File: config.mk
export PLATFORM = sky130hd
export DESIGN_NAME = dcache_load_result
export DESIGN_NICKNAME = d
export VERILOG_FILES = /design/src/dcache_pkg.sv /design/src/dcache_load_result.sv
export VERILOG_INCLUDE_DIRS = /design/src
export SDC_FILE = /design/constraint.sdc
export NUM_CORES = 1
export LEC_CHECK = 0
export BUFFER_PORTS_ARGS = -buffer_cell sky130_fd_sc_hd__buf_2
export CAP_MARGIN = 20
export CORE_AREA = 2 2 96 98
export DETAILED_ROUTE_END_ITERATION = 6
export DIE_AREA = 0 0 98 100
export PLACE_DENSITY = 0.71
export SETUP_SLACK_MARGIN = 0.02
export SYNTH_ARGS = -nofsm -noshare
export SYNTH_HDL_FRONTEND = slang
export SYNTH_SLANG_ARGS = --single-unit
File: constraint.sdc
create_clock -name vclk -period 2.3
set_clock_uncertainty 0.15 [all_clocks]
set_input_delay 0.345 -clock vclk [all_inputs]
set_output_delay 0.345 -clock vclk [all_outputs]
set_load 0.01 [all_outputs]
File: src/dcache_settings.svh
`ifndef DCACHE_SETTINGS_SVH
`define DCACHE_SETTINGS_SVH

// cache geometry
`define DCACHE_SETS        8
`define DCACHE_SET_BITS    3
`define DCACHE_WAYS        4
`define DCACHE_WAY_BITS    2
`define DCACHE_TAG_BITS    10
`define DCACHE_OFFSET_BITS 3

// bus widths
`define DCACHE_ADDR_BITS   32
`define DCACHE_BLOCK_BITS  64

// miss buffer
`define MISS_ENTRIES       4
`define MISS_PTR_BITS      2

// tag 0 means no transaction
`define MEM_TAG_BITS       4
`define LOAD_ID_BITS       5

`endif

File: src/dcache_pkg.sv
`include "dcache_settings.svh"

package dcache_pkg;

    typedef logic [`DCACHE_ADDR_BITS-1:0] addr_t;
    typedef logic [`DCACHE_SET_BITS-1:0]  set_idx_t;
    typedef logic [`DCACHE_WAY_BITS-1:0]  way_idx_t;
    typedef logic [`DCACHE_TAG_BITS-1:0]  cache_tag_t;
    typedef logic [`MEM_TAG_BITS-1:0]     mem_tag_t;
    typedef logic [`LOAD_ID_BITS-1:0]     load_id_t;

    typedef enum logic [1:0] {
        byte_size,
        half_size,
        word_size,
        block_size
    } mem_size_t;

    typedef enum logic [1:0] {
        cmd_none,
        cmd_load,
        cmd_store
    } mem_cmd_t;

    // one block word seen as bytes, halves or words
    typedef union packed {
        logic [`DCACHE_BLOCK_BITS/8-1:0][7:0]   bytes;
        logic [`DCACHE_BLOCK_BITS/16-1:0][15:0] halves;
        logic [`DCACHE_BLOCK_BITS/32-1:0][31:0] words;
    } cache_block_t;

endpackage

File: src/dcache_load_result.sv
`timescale 1ns/1ps

module dcache_load_result (
    input  logic                     hit,
    input  dcache_pkg::addr_t        hit_addr,
    input  dcache_pkg::mem_size_t    hit_size,
    input  logic                     hit_signed,
    input  dcache_pkg::load_id_t     hit_id,
    input  dcache_pkg::cache_block_t hit_block,
    input  logic                     head_done,
    input  dcache_pkg::addr_t        head_addr,
    input  dcache_pkg::mem_size_t    head_size,
    input  logic                     head_signed,
    input  dcache_pkg::load_id_t     head_id,
    input  dcache_pkg::cache_block_t head_block,
    output logic                     result_valid,
    output logic [31:0]              result_data,
    output dcache_pkg::load_id_t     result_id
);
    import dcache_pkg::*;

    logic [2:0]   sel_offset;
    mem_size_t    sel_size;
    logic         sel_signed;
    cache_block_t sel_block;
    logic [7:0]   sel_byte;
    logic [15:0]  sel_half;

    // hit goes first and a done head waits
    assign result_valid = hit || head_done;
    assign result_id    = hit ? hit_id : head_id;
    assign sel_offset   = hit ? hit_addr[2:0] : head_addr[2:0];
    assign sel_size     = hit ? hit_size : head_size;
    assign sel_signed   = hit ? hit_signed : head_signed;
    assign sel_block    = hit ? hit_block : head_block;

    assign sel_byte = sel_block.bytes[sel_offset];
    assign sel_half = sel_block.halves[sel_offset[2:1]];

    always_comb begin
        case (sel_size)
            byte_size: result_data = {{24{sel_signed && sel_byte[7]}}, sel_byte};
            half_size: result_data = {{16{sel_signed && sel_half[15]}}, sel_half};
            default:   result_data = sel_block.words[sel_offset[2]];
        endcase
    end

endmodule

; Yosys cells after proc, flatten, opt, wreduce, memory -nomap -nowiden
; Cells that the tools add are included.
[word_totals]
register_bits = 0
inputBits = 210
[op_classes]
n_lt_le_gt_ge = 3
eq_ne = 1
n_mux = 12
reduce_logical = 4
[ops]
columns = op, count
row1 = $mux W32, 2
row2 = $mux W64, 1
row3 = $pmux W32 S2, 1
row4 = $bmux W16 S2, 1
row5 = $bmux W8 S3, 1
row6 = $mux W16, 1
row7 = $mux W8, 1
row8 = $mux W5, 1
row9 = $lt A3 B4 Y1 const B, 1
row10 = $lt A2 B3 Y1 const B, 1
row11 = $mux W3, 1
row12 = $eq A2 B1 Y1 const B, 1
row13 = $logic_and A1 B1 Y1, 2
row14 = $logic_not A2 Y1, 1
row15 = $lt A1 B2 Y1 const B, 1
row16 = $mux W2, 1
row17 = $logic_or A1 B1 Y1, 1
row18 = $mux W1, 1

; Longest topological paths before layout
; Gate-level depths: netlist of the first run.
[logic_depth]
depth_word = 5
mapped_depth = 10
mapped_depth_nobuf = 5

; Worst setup path after synthesis of the first run
; Ideal clock, no wire load.
[synth_timing]
path_kind = input-to-output
startpoint = in hit
endpoint = out result_data[22]
arrival_ps = 1903
setup_slack_ps = -98
cell_stages = 8
n_path_buf = 3
path_cell_list = buf_6 buf_8 or3b_1 o2111a_1 o21ai_2 a21boi_4 buf_6 a21bo_1
[synth_between]
elab_chain_cells = 5
word_cells_on_any_way = 15
cone_classes = eq/ne: 1 / mux: 11 / reduce/logical: 3
[synth_lines]
columns = item, line_no
row1 = start: declaration, dcache_load_result.sv:4  ; input logic hit,
row2 = $mux W64 or $mux W3 (tied branches), "dcache_load_result.sv:35, dcache_load_result.sv:32"
row3 = $bmux W8 S3 or $bmux W16 S2 (tied branches), "dcache_load_result.sv:37, dcache_load_result.sv:38"
row4 = $mux W8 (not written as such) or $mux W16 (tied branches), "dcache_load_result.sv:37, dcache_load_result.sv:38"
row5 = "$logic_and A1 B1 Y1, on equally long branches", "dcache_load_result.sv:42, dcache_load_result.sv:43"
row6 = $pmux W32 S2 (*), dcache_load_result.sv:41  ; case (sel_size)
row7 = end: declaration, dcache_load_result.sv:17  ; output logic [31:0] result_data,
; Every way passes the cells marked *; elsewhere a longest branch is shown, timed or not. The select of a mux whose other input is x is not followed.

; Worst setup path after layout of the first run
[layout_timing]
startpoint = in hit
endpoint = out result_data[14]
[layout_between]
elab_chain_cells = 5
word_cells_on_any_way = 14
cone_classes = eq/ne: 1 / mux: 11 / reduce/logical: 2
[layout_lines]
columns = item, line_no
row1 = $mux W64 or $mux W3 (tied branches), "dcache_load_result.sv:35, dcache_load_result.sv:32"
row2 = $bmux W8 S3, dcache_load_result.sv:37  ; assign sel_byte = sel_block.bytes[sel_offset];
row3 = $mux W8 (not written as such), dcache_load_result.sv:37
row4 = $logic_and A1 B1 Y1, dcache_load_result.sv:42  ; byte_size: result_data = {{24{sel_signed && sel_byte[7]}}, sel_byte};
row5 = $pmux W32 S2 (*), dcache_load_result.sv:41
; Marked as above.

==> results of run 1 <==
[cell usage in the layout, fill, tap and decap left out, drive strengths merged, types with 2 or more instances in the layout]
cell type / n
nand2b: 2
nor3: 3
mux2: 13
nor3b: 2
a22oi: 11
a211oi: 32
buf: 257
a31oi: 8
o32ai: 5
nor2: 9
a21bo: 12
nor2b: 34
o22ai: 2
nand4: 8
a221o: 8
o31ai: 4
a21oi: 37
mux2i: 68
o21ai: 11
nand3: 4
nand2: 27
a221oi: 8
[power by group through the flow]
stage          registers, mW  clock network (mW)  logic (mW)
3_3_place_gp               0                   0       0.974
5_1_grt                    0                   0        1.23
3_5_place_dp               0                   0       0.992
2_1_floorplan              0                   0       0.553
6_report                   0                   0        1.14
4_1_cts                    0                   0        1.10
[per-stage QoR]
stage | hold WS [ns] | total power, mW | cells | setup WS (ns) | TNS, ns
after floorplan | 0.6444 | 0.5532 | 362 | -0.08742 | -0.5319
after global placement | 0.8223 | 0.9741 | 680 | -0.3508 | -9.488
after detailed placement | 0.8215 | 0.9922 | 680 | -0.3925 | -10.42
after CTS | 0.8215 | 1.095 | 687 | -0.1828 | -3.646
after global routing | 0.8355 | 1.231 | 691 | -0.2529 | -6.514
final | 0.8176 | 1.141 | 691 | -0.1815 | -4.329
[worst min-delay path by stage]
stage | startpoint | to | slack (ns) | cells past startpoint
3_3_place_gp | head_done | result_valid | 0.82 | 3
5_1_grt | head_done | result_valid | 0.84 | 3
2_1_floorplan | head_done | result_valid | 0.64 | 1
4_1_cts | head_done | result_valid | 0.82 | 3
3_5_place_dp | head_done | result_valid | 0.82 | 3
6_report | head_done | result_valid | 0.82 | 3
[area by class of cell]
type	instances	share of cell area, %
multi-input combinational	322	59.59
timing repair buffer	257	37.22
tap	111	3.108
inverter	1	0.08401
[logic make-up (layout without fill, tap and decap cells)]
kind of cell / after synthesis / after routing / share of synthesized area [%]
AND/OR/NAND/NOR: 95 / 95 / 19.08
AO/OA/AOI/OAI: 146 / 146 / 41.73
multiplexers: 81 / 81 / 31.61
buffers and inverters: 40 / 258 / 7.583
[metal layers]
layer / up-vias / GRT usage, % / routed length [um]
met1: 1819 / 28.72 / 4972
met2: 157 / 44.15 / 6245
li1: 1870 / - / -
met5: - / 0 / 0
met3: 4 / 2.228 / 790
met4: 0 / 1.603 / 34
[what timing repair did]
item	4_1_cts	5_1_grt
hold endpoints to repair	0	0
setup buffers	5	4
gates resized for setup	51	26
pin swaps	16	13
gates cloned	2	0
endpoints found under the setup margin	32	32
==> impl_metrics.toml, run 1 <==
[pwr]
intPower_mw = 0.5883
power_density_nw_per_um2 = 255.5
clkPwrFrac_pct = 0
pwr-share-seq_pct = 0
ir_drop_v = 0.0001298
p_sw_share_pct = 48.46
leakage_nw = 2.175
power_switching_mw = 0.5531
power_frac_comb_pct = 100.0

[global_routing]
grt_pass1_wl_um = 18710
grt_max_degree = 47
grt_pass1_vias = 3825
overflow = 0
grt.total_usage_pct = 22.91
antenna_found_initial = 0

[worst_setup_path]
path_buf_inv = 3
cp-startpoint = "hit"
cpMostUsedCell = "mux2i_2"
worstSetupPathType = "in -> out"
arrival_ns = 1.99
max_stage_delay_ns = 0.35
cp-endpoint = "result_data[14]"
crit_fanout = 5
cpLargestDelayFamily = "multiplexers"
crit_cells = 8
required_ns = 1.80
cp_slowest_cell = "mux2i_4"
crit_chain = "buf_12 -> mux2i_4 -> mux2i_2 -> mux2i_2 -> o31ai_4 -> buf_6 -> a221o_1 -> buf_2"
critPathCaptureType = "output pin"
cp-start-kind = "input pin"

[synthesis]
synth_area_leaders = "mux2i_1 25%, a211oi_1 9.0%, nor2b_1 8.0%, a21oi_1 7.0%, mux2_2 5.5%"
synthesis.nets = 572
yosysWarnings = 0
synth_commonest_cells = "67 x mux2i_1, 37 x a21oi_1, 34 x nor2b_1, 32 x a211oi_1, 27 x nand2_1"
synth_cell_type_count = 47
yosysMostFrequentCell = "mux2i_1"
syn_area_sq_um = 2656
ys_seq_area_share_pct = 0
yosysTopAreaCell = "mux2i_1"
synth_top_area_share_pct = 25.25
synth_cells = 362
avgSynthCellArea_sq_um = 7.338

[layout]
nets = 792
stdcell_area_sq_um = 4468
register_area_sq_um = 0
nClkBuffers = 0
fillers = 880
utilization_pct = 50.26
area_growth_pct = 68.21
multi_input_area_sq_um = 2663
diodes = 0
drive_gt1_share_pct = 52.93
design.seq.count = 0

[floorplan]
rows = 35
start_util_pct = 29.88
die_x_um = 98
fp.dieH_um = 100
core_region_area_sq_um = 8890
io_pins = 248
die-area_sq_um = 9800

[detailed_routing]
drc = 0
drt_iter0_drc = 149
routed_via_density = 5.572
firstDrtPassIters = 4
ant_nets = 0
routed_wl_um = 12040
wl_per_cell_um = 17.43
vias = 3850

[sta]
worstMarginPinSlew_ns = 0.3363
finalCritPeriodShare_pct = 107.9
finalSetupViolations = 31
slew_headroom_pct = 76.94
setup_ws_ns = -0.1815
min_period_ns = 2.482
finalHoldViolCount = 0
fmaxAchievable_mhz = 403.0
maxSlewViolCount = 0
rsz0062_at_grt = "true"

[job]
drv_cap = 0

[placement]
io_buffers = 190
place_area_sq_um = 4039
hpwl_um = 9548
gp_congestion = 0.9293

[worst_hold_path]
hold_class = "in -> out"

[status]
violations = "negative setup slack"
status = "finished, violations left"

[clocking]
hold_buffers = 0
Power figures use the tool's default switching activity.
==> run 2: changes to the inputs <==
Settings changed: SETUP_SLACK_MARGIN 0.02 to not set, SKIP_LAST_GASP set to 1.
==> run 2 against run 1 <==
Compared with the run above: the run still ends with negative setup slack left; maximum frequency down 3.4%; sequential share of layout area stayed put; cell area decreased by 1.4%; first-iteration DRC count up 29%; via count rose by 0.10%; global-route usage down 0.86 points; final cell count decreased by 1.0%; combinational power barely moved; non-clock buffer count decreased by 7; core utilization is 0.72 points lower; die area unchanged; critical endpoint is now result_data[8]; largest cell class unchanged; highest routed layer unchanged.
==> impl_metrics.toml, run 2 (synthesis results as in run 1) <==
[sta]
finalHoldViolCount = 0
worstMarginPinSlew_ns = 0.3624
rsz0062_at_grt = "true"
maxSlewViolCount = 0
finalSetupViolations = 32
slew_headroom_pct = 75.15
setup_ws_ns = -0.2685
finalCritPeriodShare_pct = 111.7
fmaxAchievable_mhz = 389.3
min_period_ns = 2.569

[detailed_routing]
drt_iter0_drc = 192
drc = 0
routed_via_density = 5.635
wl_per_cell_um = 17.70
vias = 3854
routed_wl_um = 12110
firstDrtPassIters = 5
ant_nets = 0

[layout]
nClkBuffers = 0
register_area_sq_um = 0
drive_gt1_share_pct = 52.36
final_cell_mix = "181 x buf_2, 60 x mux2i_1, 41 x buf_4"
design.seq.count = 0
diodes = 0
final_common_cell = "buf_2"
area_growth_pct = 65.80
nets = 785

[floorplan]
die_x_um = 98
rows = 35
io_pins = 248
fp.dieH_um = 100
core_region_area_sq_um = 8890
die-area_sq_um = 9800
start_util_pct = 29.88

[global_routing]
antenna_found_initial = 0
grt_pass1_vias = 3728
busiest_layer = "met2"
use_met3_pct = 1.741
grtUsageMet2_pct = 41.57
grt_max_degree = 37
grt.total_usage_pct = 22.05
overflow = 0
grt_pass1_wl_um = 18010
met1_usage_pct = 28.00

[worst_hold_path]
worstHoldStart = "head_done"
holdPathEnd = "result_valid"
hold_class = "in -> out"
holdPathStages = 3

[worst_setup_path]
cp-start-kind = "input pin"
required_ns = 1.80
worstSetupPathType = "in -> out"
critPathCaptureType = "output pin"
arrival_ns = 2.07
crit_fanout = 8

[pwr]
power_density_nw_per_um2 = 254.1
p_sw_share_pct = 48.86
clkPwrFrac_pct = 0
ir_drop_v = 0.0001384
power.total_mw = 1.119
intPower_mw = 0.5722
power_frac_comb_pct = 100.0
pwr-share-seq_pct = 0
power_switching_mw = 0.5467
leakage_nw = 2.144

[job]
drv_cap = 0

[placement]
gp_congestion = 0.9159
hpwl_um = 9346
dpl_worst_slack_ns = -0.3780
io_buffers = 190

[status]
status = "finished, violations left"
violations = "negative setup slack"

[clocking]
hold_buffers = 0
[run 2: cell types whose count changed in the layout (fill, tap and decap cells not counted), sizes merged]
cell	previous run	this run
buf	257	248
bufbuf	0	1
clkbuf	0	1
[run 2: layout make-up]
class              count  area [sq um]
fillers              873          4486
multi-input cells    322          2625
repair buffers       250          1637
well taps            111         138.9
inverters              1         3.754
[run 2: power by group through the flow]
stage | clock (mW) | combinational, mW | sequential, mW
global placement | 0 | 0.938 | 0
global route | 0 | 1.20 | 0
CTS | 0 | 1.05 | 0
floorplan | 0 | 0.549 | 0
detailed placement | 0 | 0.954 | 0
finish | 0 | 1.12 | 0
[run 2: worst max-delay path: stages]
cell      delay (ns)
buf_12          0.12
buf_12          0.13
or3b_4          0.37
o2111a_1        0.18
o21ai_2         0.16
buf_4           0.14
o31ai_4         0.06
buf_12          0.15
a221o_1         0.26
buf_2           0.15
[run 2: metal layers]
metal	up-vias	wire (um)
li1	1854	-
met1	1804	5146
met2	182	5967
met4	0	187
met5	-	0
met3	14	803
[run 2: worst max path at each step]
| stage | slack (ns) | endpoint | start |
|---|---|---|---|
| 2_1_floorplan | -0.09 | result_data[22] | hit |
| 3_3_place_gp | -0.36 | result_data[10] | hit |
| 3_5_place_dp | -0.38 | result_data[10] | hit |
| 4_1_cts | -0.28 | result_data[10] | hit |
| 5_1_grt | -0.32 | result_data[26] | hit |
| 6_report | -0.27 | result_data[8] | hit |
[run 2: what timing repair did]
| item | in CTS | in global routing |
|---|---|---|
| gates resized for setup | 35 | 29 |
| setup buffers | 3 | 11 |
| endpoints found under the setup margin | 32 | 32 |
| cloned | 3 | 1 |
| pin swaps | 10 | 12 |
[run 2: through the flow]
stage                     util (%)  instance area [sq um]  hold slack (ns)  TNS, ns  instances
after floorplan                  -                   2689           0.6444  -0.5319        362
after global placement       44.22                   3931           0.8047   -7.866        668
after detailed placement     44.22                   3931           0.8032   -8.718        668
final                        49.54                   4404           0.8017   -6.382        684
after CTS                    47.42                   4215           0.8027   -5.913        674
after global routing         49.54                   4404           0.8279   -8.277        684
