$ cat src/dcache_settings.svh
`ifndef DCACHE_SETTINGS_SVH
`define DCACHE_SETTINGS_SVH

// cache geometry
`define DCACHE_SETS        8
`define DCACHE_SET_BITS    3
`define DCACHE_WAYS        4
`define DCACHE_WAY_BITS    2
`define DCACHE_TAG_BITS    10
`define DCACHE_OFFSET_BITS 3

// bus widths
`define DCACHE_ADDR_BITS   32
`define DCACHE_BLOCK_BITS  64

// miss buffer
`define MISS_ENTRIES       4
`define MISS_PTR_BITS      2

// tag 0 means no transaction
`define MEM_TAG_BITS       4
`define LOAD_ID_BITS       5

`endif

$ cat src/dcache_pkg.sv
`include "dcache_settings.svh"

package dcache_pkg;

    typedef logic [`DCACHE_ADDR_BITS-1:0] addr_t;
    typedef logic [`DCACHE_SET_BITS-1:0]  set_idx_t;
    typedef logic [`DCACHE_WAY_BITS-1:0]  way_idx_t;
    typedef logic [`DCACHE_TAG_BITS-1:0]  cache_tag_t;
    typedef logic [`MEM_TAG_BITS-1:0]     mem_tag_t;
    typedef logic [`LOAD_ID_BITS-1:0]     load_id_t;

    typedef enum logic [1:0] {
        byte_size,
        half_size,
        word_size,
        block_size
    } mem_size_t;

    typedef enum logic [1:0] {
        cmd_none,
        cmd_load,
        cmd_store
    } mem_cmd_t;

    // one block word seen as bytes, halves or words
    typedef union packed {
        logic [`DCACHE_BLOCK_BITS/8-1:0][7:0]   bytes;
        logic [`DCACHE_BLOCK_BITS/16-1:0][15:0] halves;
        logic [`DCACHE_BLOCK_BITS/32-1:0][31:0] words;
    } cache_block_t;

endpackage

$ cat src/dcache_plru.sv
`timescale 1ns/1ps
`include "dcache_settings.svh"

module dcache_plru (
    input  logic                 clock,
    input  logic                 reset,
    input  dcache_pkg::set_idx_t lookup_set,
    input  logic                 touch_load,
    input  dcache_pkg::set_idx_t touch_load_set,
    input  dcache_pkg::way_idx_t touch_load_way,
    input  logic                 touch_store,
    input  dcache_pkg::set_idx_t touch_store_set,
    input  dcache_pkg::way_idx_t touch_store_way,
    output dcache_pkg::way_idx_t victim_way
);
    import dcache_pkg::*;

    // bit 0 picks the pair and bits 1 and 2 pick within ways 0/1 and 2/3
    logic [`DCACHE_SETS-1:0][2:0] tree_bits;
    logic [2:0]                   lookup_bits;
    logic                         touch;
    set_idx_t                     touch_set;
    way_idx_t                     touch_way;

    assign lookup_bits = tree_bits[lookup_set];

    // follow the tree toward the older side
    assign victim_way = lookup_bits[0] ? {1'b1, lookup_bits[2]} : {1'b0, lookup_bits[1]};

    // load hit wins over store hit
    assign touch     = touch_load || touch_store;
    assign touch_set = touch_load ? touch_load_set : touch_store_set;
    assign touch_way = touch_load ? touch_load_way : touch_store_way;

    always_ff @(posedge clock) begin
        if (reset) begin
            tree_bits <= '0;
        end else if (touch) begin
            // bits on the path point away from the used way
            tree_bits[touch_set][0] <= ~touch_way[1];
            if (touch_way[1]) begin
                tree_bits[touch_set][2] <= ~touch_way[0];
            end else begin
                tree_bits[touch_set][1] <= ~touch_way[0];
            end
        end
    end

endmodule

$ cat config.mk
export PLATFORM = sky130hd
export DESIGN_NAME = dcache_plru
export DESIGN_NICKNAME = d
export VERILOG_FILES = /design/src/dcache_pkg.sv /design/src/dcache_plru.sv
export VERILOG_INCLUDE_DIRS = /design/src
export SDC_FILE = /design/constraint.sdc
export NUM_CORES = 1
export LEC_CHECK = 0
export BUFFER_PORTS_ARGS = -buffer_cell sky130_fd_sc_hd__buf_2
export CORE_MARGIN = 5
export CORE_UTILIZATION = 48
export CTS_BUF_LIST = sky130_fd_sc_hd__clkbuf_8 sky130_fd_sc_hd__clkbuf_16
export CTS_CLUSTER_SIZE = 28
export DETAILED_ROUTE_END_ITERATION = 10
export HOLD_SLACK_MARGIN = 0.02
export PLACE_DENSITY = 0.65
export SYNTH_ARGS = -nofsm -noshare
export SYNTH_HDL_FRONTEND = slang
export SYNTH_SLANG_ARGS = --single-unit
$ cat constraint.sdc
create_clock -name clock -period 1.6 [get_ports clock]
set_clock_uncertainty 0.2 [all_clocks]
set_input_delay 0 -clock clock [delete_from_list [all_inputs] [get_ports clock]]
set_output_delay 0 -clock clock [all_outputs]
set_load 0.02 [all_outputs]
# Word-level counts from Yosys, hierarchy flattened
# Cells that the tools add are included.
# op_classes
div_mod_pow	0
bitwise_logic	2
shift	0
reduce_logical	2
addsub	0
n_eq_ne	0
magnitude_cmp	3
n_mul	0
muxes	15
# op_table
cell	n
24-bit bitwise mux	3
3-bit demux with 3-bit select	3
24-bit 2-to-1 mux	1
3-bit binary-select mux with 3-bit select	1
3-bit 2-to-1 mux	3
3-bit by 4-bit less-than comparator with 1-bit output (second input constant)	2
2-bit 2-to-1 mux	3
3-bit by 1-bit greater-or-equal comparator with 1-bit output (second input constant)	1
1-bit inverter	2
1-bit logical AND	1
1-bit logical OR	1
1-bit 2-to-1 mux	1
# totals
ramBits	0
latchBits	0
reg_bits	24
romBits	0
in_bits	17
mem_count	0
out_inout_bits	2

# Longest topological paths before layout
# Gate-level depths: netlist of run 1.
# logic_depth
depth_word	8
ltp_mapped	6
depth_no_buf	4

# Least setup slack after synthesis of run 1
# Ideal clock, no wire load.
# synth_timing
kind	reg2out
startpoint	reg tree_bits[21] (netlist name)
endpoint	out victim_way[0]
path_stages_with_launch	5
t_required_ns	1.400
arrival_time_ns	1.598
setup_slack_ns	-0.198
path_cell_list	dfxtp_1 -> mux4_2 -> mux2_2 -> mux2i_1 -> mux2i_1
# synth_via
elab_chain_cells	3
# synth_lines
element	line	source
start, declared	dcache_plru.sv:19	logic [`DCACHE_SETS-1:0][2:0] tree_bits;
start signal, assigned by index	dcache_plru.sv:40	tree_bits[touch_set][0] <= ~touch_way[1];
start signal, assigned by index	dcache_plru.sv:42	tree_bits[touch_set][2] <= ~touch_way[0];
start signal, assigned by index	dcache_plru.sv:44	tree_bits[touch_set][1] <= ~touch_way[0];
3-bit binary-select mux with 3-bit select	dcache_plru.sv:25	assign lookup_bits = tree_bits[lookup_set];
3-bit 2-to-1 mux (implied by the code)	dcache_plru.sv:25	
2-bit 2-to-1 mux	dcache_plru.sv:28	assign victim_way = lookup_bits[0] ? {1'b1, lookup_bits[2]} : {1'b0, lookup_bits[1]};
end, declared	dcache_plru.sv:14	output dcache_pkg::way_idx_t victim_way
# Every way passes these cells. The select of a mux whose other input is x is not followed.

# Worst setup path after layout of run 1
# layout_timing
startpoint	reg tree_bits[15] (netlist name)
endpoint	out victim_way[0]
# The elaborated chain is that of the path after synthesis.

==> impl_results.html, run 1 <==
<table>
<tr><th>Metric</th><th>Value</th></tr>
<tr><th colspan="2">Clock tree</th></tr>
<tr><td>Total number of clock tree sinks</td><td>24</td></tr>
<tr><td>Worst-skew pair later-pin latency</td><td>0.26 ns</td></tr>
<tr><td>CTS Buf Count</td><td>3</td></tr>
<tr><td>Clock tree from TritonCTS</td><td>yes</td></tr>
<tr><td>CTS H-tree depth</td><td>1</td></tr>
<tr><td>Maximum buffer depth of the clock tree</td><td>2</td></tr>
<tr><td>Clock transition time at the flip-flop clock pins of the worst setup and hold paths</td><td>0.08 ns</td></tr>
<tr><td>Root buffer cell</td><td>clkbuf_8</td></tr>
<tr><th colspan="2">Yosys</th></tr>
<tr><td>Net count of the mapped netlist</td><td>153</td></tr>
<tr><td>Leading cell type by number of instances after synthesis</td><td>dfxtp_1</td></tr>
<tr><td>Distinct cell type count after synthesis</td><td>32</td></tr>
<tr><td>Fraction of synthesis flops using an asynchronous set or reset pin</td><td>0%</td></tr>
<tr><td>Area fraction of the dominant cell type after synthesis</td><td>33.02%</td></tr>
<tr><td>Most used DFF post-synth</td><td>dfxtp_1</td></tr>
<tr><td>Cell types with the highest counts after synthesis</td><td>dfxtp_1, mux2i_1, nor2_1</td></tr>
<tr><td>Part of the Yosys area used for sequential elements</td><td>33.02%</td></tr>
<tr><td>Ys Warns</td><td>0</td></tr>
<tr><td>Mapped Cells</td><td>136</td></tr>
<tr><td>Number of enable flip-flop cells after synthesis</td><td>0</td></tr>
<tr><td>Post-synth top area cell</td><td>dfxtp_1</td></tr>
<tr><td>Avg Synthesized Cell Area</td><td>10.70 sq um</td></tr>
<tr><td>Cell area after synthesis</td><td>1455 sq um</td></tr>
<tr><td>Top cells by area in the synthesized netlist</td><td>dfxtp_1, mux2i_1, mux4_2</td></tr>
<tr><td>Count of state elements after synthesis</td><td>24</td></tr>
<tr><th colspan="2">Global route</th></tr>
<tr><td>Maximum number of pins on one net before global-route repair</td><td>25</td></tr>
<tr><td>Number of global-route vias before repair</td><td>1259</td></tr>
<tr><td>Initial antenna violation count</td><td>0</td></tr>
<tr><td>Met2 Usage GRT</td><td>31.93%</td></tr>
<tr><td>Routing layer with the top usage in global route</td><td>met2</td></tr>
<tr><td>Tot GR Track Use</td><td>18.87%</td></tr>
<tr><td>Global-route wire length before repair</td><td>6120 microns</td></tr>
<tr><td>Met1 track utilization from global routing</td><td>24.46%</td></tr>
<tr><td>GR Overflow Total</td><td>0</td></tr>
<tr><td>Global-route track usage on met3</td><td>2.080%</td></tr>
<tr><th colspan="2">Die</th></tr>
<tr><td>Die area</td><td>4233 sq um</td></tr>
<tr><td>Initial standard-cell utilization of the core</td><td>48.87%</td></tr>
<tr><td>Die height</td><td>65.06 microns</td></tr>
<tr><td>Placeable Area</td><td>2978 sq um</td></tr>
<tr><td>Std-Cell Rows</td><td>20</td></tr>
<tr><td>Count of boundary I/O pins</td><td>19</td></tr>
<tr><td>Die outline width</td><td>65.06 microns</td></tr>
<tr><th colspan="2">Placement</th></tr>
<tr><td>Hpwl dp</td><td>2886 microns</td></tr>
<tr><td>Final estimated routing congestion in global placement</td><td>0.7708</td></tr>
<tr><td>Number of buffer cells added on primary ports</td><td>18</td></tr>
<tr><td>Worst Setup Slack post-DPL</td><td>-0.1428 ns</td></tr>
<tr><th colspan="2">Worst setup path</th></tr>
<tr><td>Highest net fanout along the worst path</td><td>3</td></tr>
<tr><td>Worst endpoint data arrival time</td><td>1.85 ns</td></tr>
<tr><td>Minimum setup slack among reg-to-reg paths</td><td>0.76 ns</td></tr>
<tr><td>Crit Reg-Reg Endpoint</td><td>tree_bits[15]$_SDFFE_PP0P_</td></tr>
<tr><td>Reg2reg start</td><td>tree_bits[15]$_SDFFE_PP0P_</td></tr>
<tr><td>Kind of critical path</td><td>register to primary output</td></tr>
<tr><td>Crit path launch type</td><td>register</td></tr>
<tr><td>Data required time at the worst endpoint</td><td>1.40 ns</td></tr>
<tr><td>Number of cells on the worst reg-to-reg path</td><td>2</td></tr>
<tr><td>Critical path endpoint category</td><td>primary output</td></tr>
<tr><th colspan="2">Timing</th></tr>
<tr><td>Number of setup violations in the final report</td><td>2</td></tr>
<tr><td>Setup ws final</td><td>-0.4457 ns</td></tr>
<tr><td>Final Hold Violating Endpoints</td><td>0</td></tr>
<tr><td>Unrepaired setup endpoints after global routing</td><td>yes</td></tr>
<tr><td>Achievable frequency</td><td>0.4888 GHz</td></tr>
<tr><td>Remaining max-slew budget at the tightest pin</td><td>72.30%</td></tr>
<tr><td>Slew at the pin closest to its max-slew limit</td><td>0.4155 ns</td></tr>
<tr><td>Fin Setup TNS</td><td>-0.7932 ns</td></tr>
<tr><td>Number of max-slew violations in the final report</td><td>0</td></tr>
<tr><td>Final critical delay including setup and external delays</td><td>2.046 ns</td></tr>
<tr><td>Share of the clock period used by the worst path after layout</td><td>127.9%</td></tr>
<tr><td>Worst Hold Margin</td><td>0.03579 ns</td></tr>
<tr><th colspan="2">Power</th></tr>
<tr><td>Cell area power density</td><td>705.0 nW/um^2</td></tr>
<tr><td>Post-route total power</td><td>0.001272 W</td></tr>
<tr><td>Peak supply drop</td><td>0.0005224 V</td></tr>
<tr><td>P_leak</td><td>0.7018 nW</td></tr>
<tr><th colspan="2">Outcome</th></tr>
<tr><td>Status</td><td>finished, violations left</td></tr>
<tr><td>Violations in the final reports</td><td>negative setup slack</td></tr>
<tr><th colspan="2">Final layout</th></tr>
<tr><td>Max reg flops</td><td>24</td></tr>
<tr><td>Largest registers</td><td>tree_bits (24)</td></tr>
<tr><td>Area growth from synthesis to layout</td><td>23.99%</td></tr>
<tr><td>Filler cells</td><td>254</td></tr>
<tr><td>Diode count</td><td>0</td></tr>
<tr><td>Post-layout nets</td><td>195</td></tr>
<tr><td>Layout cell share with drive strength beyond 1</td><td>41.24%</td></tr>
<tr><td>Register with the most flip-flops</td><td>tree_bits</td></tr>
<tr><th colspan="2">Route</th></tr>
<tr><td>Antenna Violating Nets Remaining</td><td>0</td></tr>
<tr><td>Average wire per standard cell</td><td>17.29 microns</td></tr>
<tr><td>Total number of vias</td><td>1247</td></tr>
<tr><td>Number of detailed-route iterations in the first pass</td><td>4</td></tr>
<tr><td>Remaining design rule violation count</td><td>0</td></tr>
<tr><td>Average via count per standard cell</td><td>5.938</td></tr>
<tr><td>Total wirelength of the detailed-routed design</td><td>3630 microns</td></tr>
<tr><td>Detailed Route Iter0 Violations</td><td>75</td></tr>
<tr><th colspan="2">Worst hold path</th></tr>
<tr><td>Worst hold path type</td><td>primary input to register</td></tr>
<tr><td>Depth of the worst hold-timing path</td><td>5</td></tr>
<tr><td>Startpoint of the tightest hold check path</td><td>touch_load_way[0]</td></tr>
<tr><td>End point of the worst hold path</td><td>tree_bits[20]$_SDFFE_PP0P_</td></tr>
<tr><th colspan="2">Job</th></tr>
<tr><td>Max-cap check violation count</td><td>0</td></tr>
</table>
[stage by stage]
stage / cell area (sq um) / util [%] / cells
after detailed placement: 1718 / 57.69 / 204
after global placement: 1718 / 57.69 / 204
after global routing: 1804 / 60.59 / 210
after CTS: 1795 / 60.29 / 210
after floorplan: 1463 / - / 136
final: 1804 / 60.59 / 210
[layout make-up]
class                           instances  area, sq um  share of cell area (%)
Sequential cell                        24        481.7                   26.70
Timing Repair Buffer                   44        296.5                   16.44
Multi-Input combinational cell        105        929.6                   51.53
Clock buffer                            4        55.05                   3.051
Tap cell                               33        41.29                   2.288
[cell usage in the layout (no fill, tap or decap), types with 3 or more instances in the layout]
| cell type | n |
|---|---|
| buf_4 | 26 |
| dfxtp_1 | 23 |
| nor2_1 | 17 |
| buf_2 | 16 |
| mux2i_1 | 15 |
| a21oi_1 | 12 |
| mux4_2 | 6 |
| a221oi_2 | 6 |
| or3b_1 | 5 |
| a22o_1 | 5 |
| o21ai_0 | 4 |
| clkbuf_8 | 4 |
| nor3b_1 | 3 |
| o221ai_1 | 3 |
| o22ai_1 | 3 |
| nand2_1 | 3 |
| or3b_4 | 3 |
[power by group]
part	internal [W]	switching [W]	leakage, nW	total [W]
logic	0.000121	0.000132	0.479	0.000253
registers	0.000611	0.00000725	0.195	0.000618
clock network	0.000219	0.000181	0.0288	0.000400
total	0.000952	0.000320	0.702	0.00127
[worst max-delay path: stages, from the launching register on]
cell,delay [ns]
dfxtp_2,0.33
mux4_2,0.46
mux2_4,0.31
mux2i_2,0.16
mux2i_2,0.15
buf_4,0.16
[layer usage]
metal	part of all wire, %	vias to the layer above
li1	-	612
met1	46	603
met2	48	26
met3	3.7	6
met4	1.8	0
met5	0	-
[worst max path at each step]
stage | from | to | slack, ns
6_report | tree_bits[15]$_SDFFE_PP0P_ | victim_way[0] | -0.45
5_1_grt | tree_bits[15]$_SDFFE_PP0P_ | victim_way[0] | -0.51
4_1_cts | tree_bits[15]$_SDFFE_PP0P_ | victim_way[0] | -0.43
3_5_place_dp | tree_bits[15]$_SDFFE_PP0P_ | victim_way[0] | -0.14
3_3_place_gp | touch_load | tree_bits[4]$_SDFFE_PP0P_ | -0.12
2_1_floorplan | tree_bits[15]$_SDFFE_PP0P_ | victim_way[0] | -0.09
[cells by family (layout without fill, tap and decap cells)]
logic type	after synthesis	count (layout)	synth area share, %
AND/OR/NAND/NOR	44	44	19.52
multiplexers	25	25	22.79
buffers and inverters	7	48	3.870
AO/OA/AOI/OAI	36	36	20.81
flip-flops	24	24	33.02
[repair_timing]
action / 4_1_cts / 5_1_grt
endpoints found under the hold margin: 24 / 0
gates cloned: 0 / 0
buffers inserted: 1 / 0
resized for setup: 2 / 3
setup endpoints to repair: 2 / 2
hold buffers: 1 / 0
No activity file was read; power rests on OpenSTA's default activity.
==> run 2, diff against run 1 <==
--- a/config.mk
+++ b/config.mk
@@ -6,12 +6,14 @@
 export SDC_FILE = /design/constraint.sdc
 export NUM_CORES = 1
 export LEC_CHECK = 0
+export ABC_AREA = 1
 export BUFFER_PORTS_ARGS = -buffer_cell sky130_fd_sc_hd__buf_2
 export CORE_MARGIN = 5
 export CORE_UTILIZATION = 48
 export CTS_BUF_LIST = sky130_fd_sc_hd__clkbuf_8 sky130_fd_sc_hd__clkbuf_16
 export CTS_CLUSTER_SIZE = 28
 export DETAILED_ROUTE_END_ITERATION = 10
+export GPL_TIMING_DRIVEN = 1
 export HOLD_SLACK_MARGIN = 0.02
 export PLACE_DENSITY = 0.65
 export SYNTH_ARGS = -nofsm -noshare
==> impl_results.html, run 2 <==
<table>
<tr><th>Metric</th><th>Value</th></tr>
<tr><th colspan="2">Clock tree</th></tr>
<tr><td>Clock tree from TritonCTS</td><td>yes (unchanged)</td></tr>
<tr><td>Total number of clock tree sinks</td><td>24 (unchanged)</td></tr>
<tr><td>CTS H-tree depth</td><td>1 (unchanged)</td></tr>
<tr><td>CTS Buf Count</td><td>3 (unchanged)</td></tr>
<tr><td>Maximum buffer depth of the clock tree</td><td>2 (unchanged)</td></tr>
<tr><td>Worst-skew pair later-pin latency</td><td>0.27 ns (was 0.26 ns)</td></tr>
<tr><td>Root buffer cell</td><td>clkbuf_8 (unchanged)</td></tr>
<tr><td>Clock transition time at the flip-flop clock pins of the worst setup and hold paths</td><td>0.09 ns (was 0.08 ns)</td></tr>
<tr><th colspan="2">Die</th></tr>
<tr><td>Die outline width</td><td>66.56 microns (was 65.06 microns)</td></tr>
<tr><td>Die height</td><td>66.56 microns (was 65.06 microns)</td></tr>
<tr><td>Std-Cell Rows</td><td>20 (unchanged)</td></tr>
<tr><td>Count of boundary I/O pins</td><td>19 (unchanged)</td></tr>
<tr><td>Initial standard-cell utilization of the core</td><td>50.29% (was 48.87%)</td></tr>
<tr><td>Die area</td><td>4430 sq um (was 4233 sq um)</td></tr>
<tr><td>Placeable Area</td><td>3053 sq um (was 2978 sq um)</td></tr>
<tr><th colspan="2">Route</th></tr>
<tr><td>Total number of vias</td><td>1572 (was 1247)</td></tr>
<tr><td>Antenna Violating Nets Remaining</td><td>0 (unchanged)</td></tr>
<tr><td>Detailed Route Iter0 Violations</td><td>72 (was 75)</td></tr>
<tr><td>Remaining design rule violation count</td><td>0 (unchanged)</td></tr>
<tr><td>Total wirelength of the detailed-routed design</td><td>3800 microns (was 3630 microns)</td></tr>
<tr><td>Number of detailed-route iterations in the first pass</td><td>5 (was 4)</td></tr>
<tr><td>Average via count per standard cell</td><td>4.735 (was 5.938)</td></tr>
<tr><td>Average wire per standard cell</td><td>11.45 microns (was 17.29 microns)</td></tr>
<tr><th colspan="2">Global route</th></tr>
<tr><td>GR Overflow Total</td><td>0 (unchanged)</td></tr>
<tr><td>Tot GR Track Use</td><td>19.70% (was 18.87%)</td></tr>
<tr><td>Initial antenna violation count</td><td>0 (unchanged)</td></tr>
<tr><td>Maximum number of pins on one net before global-route repair</td><td>21 (was 25)</td></tr>
<tr><td>Number of global-route vias before repair</td><td>1458 (was 1259)</td></tr>
<tr><td>Global-route wire length before repair</td><td>6686 microns (was 6120 microns)</td></tr>
<tr><th colspan="2">Yosys</th></tr>
<tr><td>Synthesized-area fraction occupied by adder cells</td><td>0% (unchanged)</td></tr>
<tr><td>Area fraction in compound gates after synthesis</td><td>5.949% (was 20.81%)</td></tr>
<tr><td>Part of the Yosys area used for sequential elements</td><td>31.30% (was 33.02%)</td></tr>
<tr><td>Post-synth top area cell</td><td>dfxtp_1 (unchanged)</td></tr>
<tr><td>Cell area after synthesis</td><td>1535 sq um (was 1455 sq um)</td></tr>
<tr><td>Area fraction of the dominant cell type after synthesis</td><td>31.30% (was 33.02%)</td></tr>
<tr><td>Top cells by area in the synthesized netlist</td><td>dfxtp_1, nand2_1, nor2_1 (was dfxtp_1, mux2i_1, mux4_2)</td></tr>
<tr><td>Mux cell area share after synthesis</td><td>0% (was 22.79%)</td></tr>
<tr><td>Most used DFF post-synth</td><td>dfxtp_1 (unchanged)</td></tr>
<tr><td>Mapped Cells</td><td>258 (was 136)</td></tr>
<tr><td>Leading cell type by number of instances after synthesis</td><td>nand2_1 (was dfxtp_1)</td></tr>
<tr><td>Cell types with the highest counts after synthesis</td><td>nand2_1, nor2_1, inv_1 (was dfxtp_1, mux2i_1, nor2_1)</td></tr>
<tr><td>Avg Synthesized Cell Area</td><td>5.950 sq um (was 10.70 sq um)</td></tr>
<tr><td>Net count of the mapped netlist</td><td>275 (was 153)</td></tr>
<tr><td>Dominant combinational cell family by area after synthesis</td><td>simple AND/OR/NAND/NOR gates (was multiplexers)</td></tr>
<tr><td>Simple-gate area share of the yosys netlist</td><td>51.59% (was 19.52%)</td></tr>
<tr><td>Area share of xor/xnor cells in the synthesized design</td><td>0% (unchanged)</td></tr>
<tr><td>Distinct cell type count after synthesis</td><td>16 (was 32)</td></tr>
<tr><td>Fraction of synthesis flops using an asynchronous set or reset pin</td><td>0% (unchanged)</td></tr>
<tr><td>Count of state elements after synthesis</td><td>24 (unchanged)</td></tr>
<tr><td>Number of enable flip-flop cells after synthesis</td><td>0 (unchanged)</td></tr>
<tr><td>Ys Warns</td><td>0 (unchanged)</td></tr>
<tr><th colspan="2">Worst setup path</th></tr>
<tr><td>Kind of critical path</td><td>primary input to register (was register to primary output)</td></tr>
<tr><td>Worst endpoint data arrival time</td><td>1.50 ns (was 1.85 ns)</td></tr>
<tr><td>Data required time at the worst endpoint</td><td>1.62 ns (was 1.40 ns)</td></tr>
<tr><td>Critical path endpoint category</td><td>register (was primary output)</td></tr>
<tr><td>Crit path launch type</td><td>primary input (was register)</td></tr>
<tr><td>Highest net fanout along the worst path</td><td>11 (was 3)</td></tr>
<tr><th colspan="2">Final layout</th></tr>
<tr><td>Register with the most flip-flops</td><td>tree_bits (unchanged)</td></tr>
<tr><td>Max reg flops</td><td>24 (unchanged)</td></tr>
<tr><td>Largest registers</td><td>tree_bits (24) (unchanged)</td></tr>
<tr><td>Cell Count, Final, Fillers Out</td><td>332 (was 210)</td></tr>
<tr><td>Most frequent cells in the layout</td><td>nand2_1, nor2_1, inv_1, dfxtp_1, nand3_1 (was buf_4, dfxtp_1, nor2_1, buf_2, mux2i_1)</td></tr>
<tr><td>Layout cell share with drive strength beyond 1</td><td>20.14% (was 41.24%)</td></tr>
<tr><td>Area growth from synthesis to layout</td><td>20.62% (was 23.99%)</td></tr>
<tr><td>Final design area excluding fillers</td><td>1852 sq um (was 1804 sq um)</td></tr>
<tr><td>Most common cell after layout, fill and taps aside</td><td>nand2_1 (was buf_4)</td></tr>
<tr><td>Filler cells</td><td>319 (was 254)</td></tr>
<tr><td>Diode count</td><td>0 (unchanged)</td></tr>
<tr><td>Post-layout nets</td><td>306 (was 195)</td></tr>
<tr><th colspan="2">Timing</th></tr>
<tr><td>Final Hold Violating Endpoints</td><td>0 (unchanged)</td></tr>
<tr><td>Achievable frequency</td><td>0.6747 GHz (was 0.4888 GHz)</td></tr>
<tr><td>Number of setup violations in the final report</td><td>0 (was 2)</td></tr>
<tr><td>Remaining max-slew budget at the tightest pin</td><td>69.22% (was 72.30%)</td></tr>
<tr><td>Slew at the pin closest to its max-slew limit</td><td>0.4611 ns (was 0.4155 ns)</td></tr>
<tr><td>Final critical delay including setup and external delays</td><td>1.482 ns (was 2.046 ns)</td></tr>
<tr><td>Number of max-slew violations in the final report</td><td>0 (unchanged)</td></tr>
<tr><td>Share of the clock period used by the worst path after layout</td><td>92.64% (was 127.9%)</td></tr>
<tr><th colspan="2">Placement</th></tr>
<tr><td>Hpwl dp</td><td>2748 microns (was 2886 microns)</td></tr>
<tr><td>Dpl cell area</td><td>1663 sq um (was 1718 sq um)</td></tr>
<tr><td>Number of buffer cells added on primary ports</td><td>18 (unchanged)</td></tr>
<tr><td>Cell count after placement</td><td>317 (was 204)</td></tr>
<tr><td>Final estimated routing congestion in global placement</td><td>0.8899 (was 0.7708)</td></tr>
<tr><th colspan="2">Power</th></tr>
<tr><td>Post-route total power</td><td>0.001525 W (was 0.001272 W)</td></tr>
<tr><td>Peak supply drop</td><td>0.0005137 V (was 0.0005224 V)</td></tr>
<tr><td>P_leak</td><td>0.9613 nW (was 0.7018 nW)</td></tr>
<tr><td>Cell area power density</td><td>823.5 nW/um^2 (was 705.0 nW/um^2)</td></tr>
<tr><th colspan="2">Outcome</th></tr>
<tr><td>Status</td><td>complete, no violations (was finished, violations left)</td></tr>
<tr><th colspan="2">Worst hold path</th></tr>
<tr><td>Worst hold path type</td><td>primary input to register (unchanged)</td></tr>
<tr><th colspan="2">Job</th></tr>
<tr><td>Max-cap check violation count</td><td>0 (unchanged)</td></tr>
</table>
[run 2: cell count changes in the layout (fill, tap and decap cells not counted), moves of 7 or more]
cell and change:
nand2_1 +91, nand2_2 +7, inv_1 +31, mux2i_1 -15, nand3_1 +20, dlygate4sd3_1 +7
nor2_1 +22, buf_4 -17
[run 2: report_power, final]
part	total, W	internal [W]	switching [W]
Combinational	0.000342	0.000126	0.000217
Clock	0.000547	0.000335	0.000212
Sequential	0.000636	0.000625	0.0000106
[run 2: logic make-up after synthesis]
family / Yosys count
and+or+nand+nor: 178
buffers and inverters: 40
DFF: 24
AOI/OAI and AO/OA: 16
[run 2: repair_timing]
item,in CTS,in global routing
endpoints found under the setup margin,0,8
hold endpoints to repair,7,0
buffers inserted,0,3
resized for setup,0,8
hold buffers,8,0
[run 2: routing by layer]
| layer | wire [microns] | track usage, % | part of all wire (%) | up-vias |
|---|---|---|---|---|
| met1 | 1836 | 26.33 | 48 | 691 |
| met3 | 118 | 2.530 | 3.1 | 9 |
| met5 | 0 | 0 | 0 | - |
| met2 | 1777 | 32.80 | 47 | 28 |
| li1 | - | - | - | 844 |
| met4 | 68 | 5.838 | 1.8 | 0 |
[run 2: final timing paths]
kind	startpoint	end	slack [ns]	cells past startpoint
setup / recovery	touch_load	tree_bits[4]$_SDFFE_PP0P_	0.12	10
hold / removal	touch_store_way[0]	tree_bits[16]$_SDFFE_PP0P_	0.03	7
setup reg to reg	tree_bits[12]$_SDFFE_PP0P_	tree_bits[12]$_SDFFE_PP0P_	0.21	3
hold reg to reg	tree_bits[21]$_SDFFE_PP0P_	tree_bits[21]$_SDFFE_PP0P_	0.29	2
[run 2: final cells by class]
cell class | count | area, sq um | share of cell area (%)
clock buffers | 3 | 41.29 | 2.230
repair buffers | 33 | 227.7 | 12.30
multi-input cells | 194 | 890.9 | 48.11
inverters | 33 | 123.9 | 6.689
clock inverters | 1 | 30.03 | 1.622
well taps | 44 | 55.05 | 2.973
flip-flops and latches | 24 | 483.0 | 26.08
[run 2: metrics by stage]
stage	setup slack (ns)	utilization, %	TNS [ns]	hold WS [ns]
2_1_floorplan	0.4214	-	0	-0.1309
3_3_place_gp	0.2757	54.47	0	0.02685
3_5_place_dp	0.2386	54.47	0	0.02993
4_1_cts	0.04154	59.43	0	0.02234
5_1_grt	-0.005757	60.66	-0.005845	0.06475
6_report	0.1178	60.66	0	0.03197
[run 2: critical path, cell delays in order]
cell	delay (ns)
buf_4	0.17
inv_2	0.09
nand2_1	0.06
nand2_1	0.10
nor2_4	0.19
nand3_2	0.08
dlygate4sd3_1	0.62
nand2_1	0.08
nand2_1	0.04
nor2_1	0.07
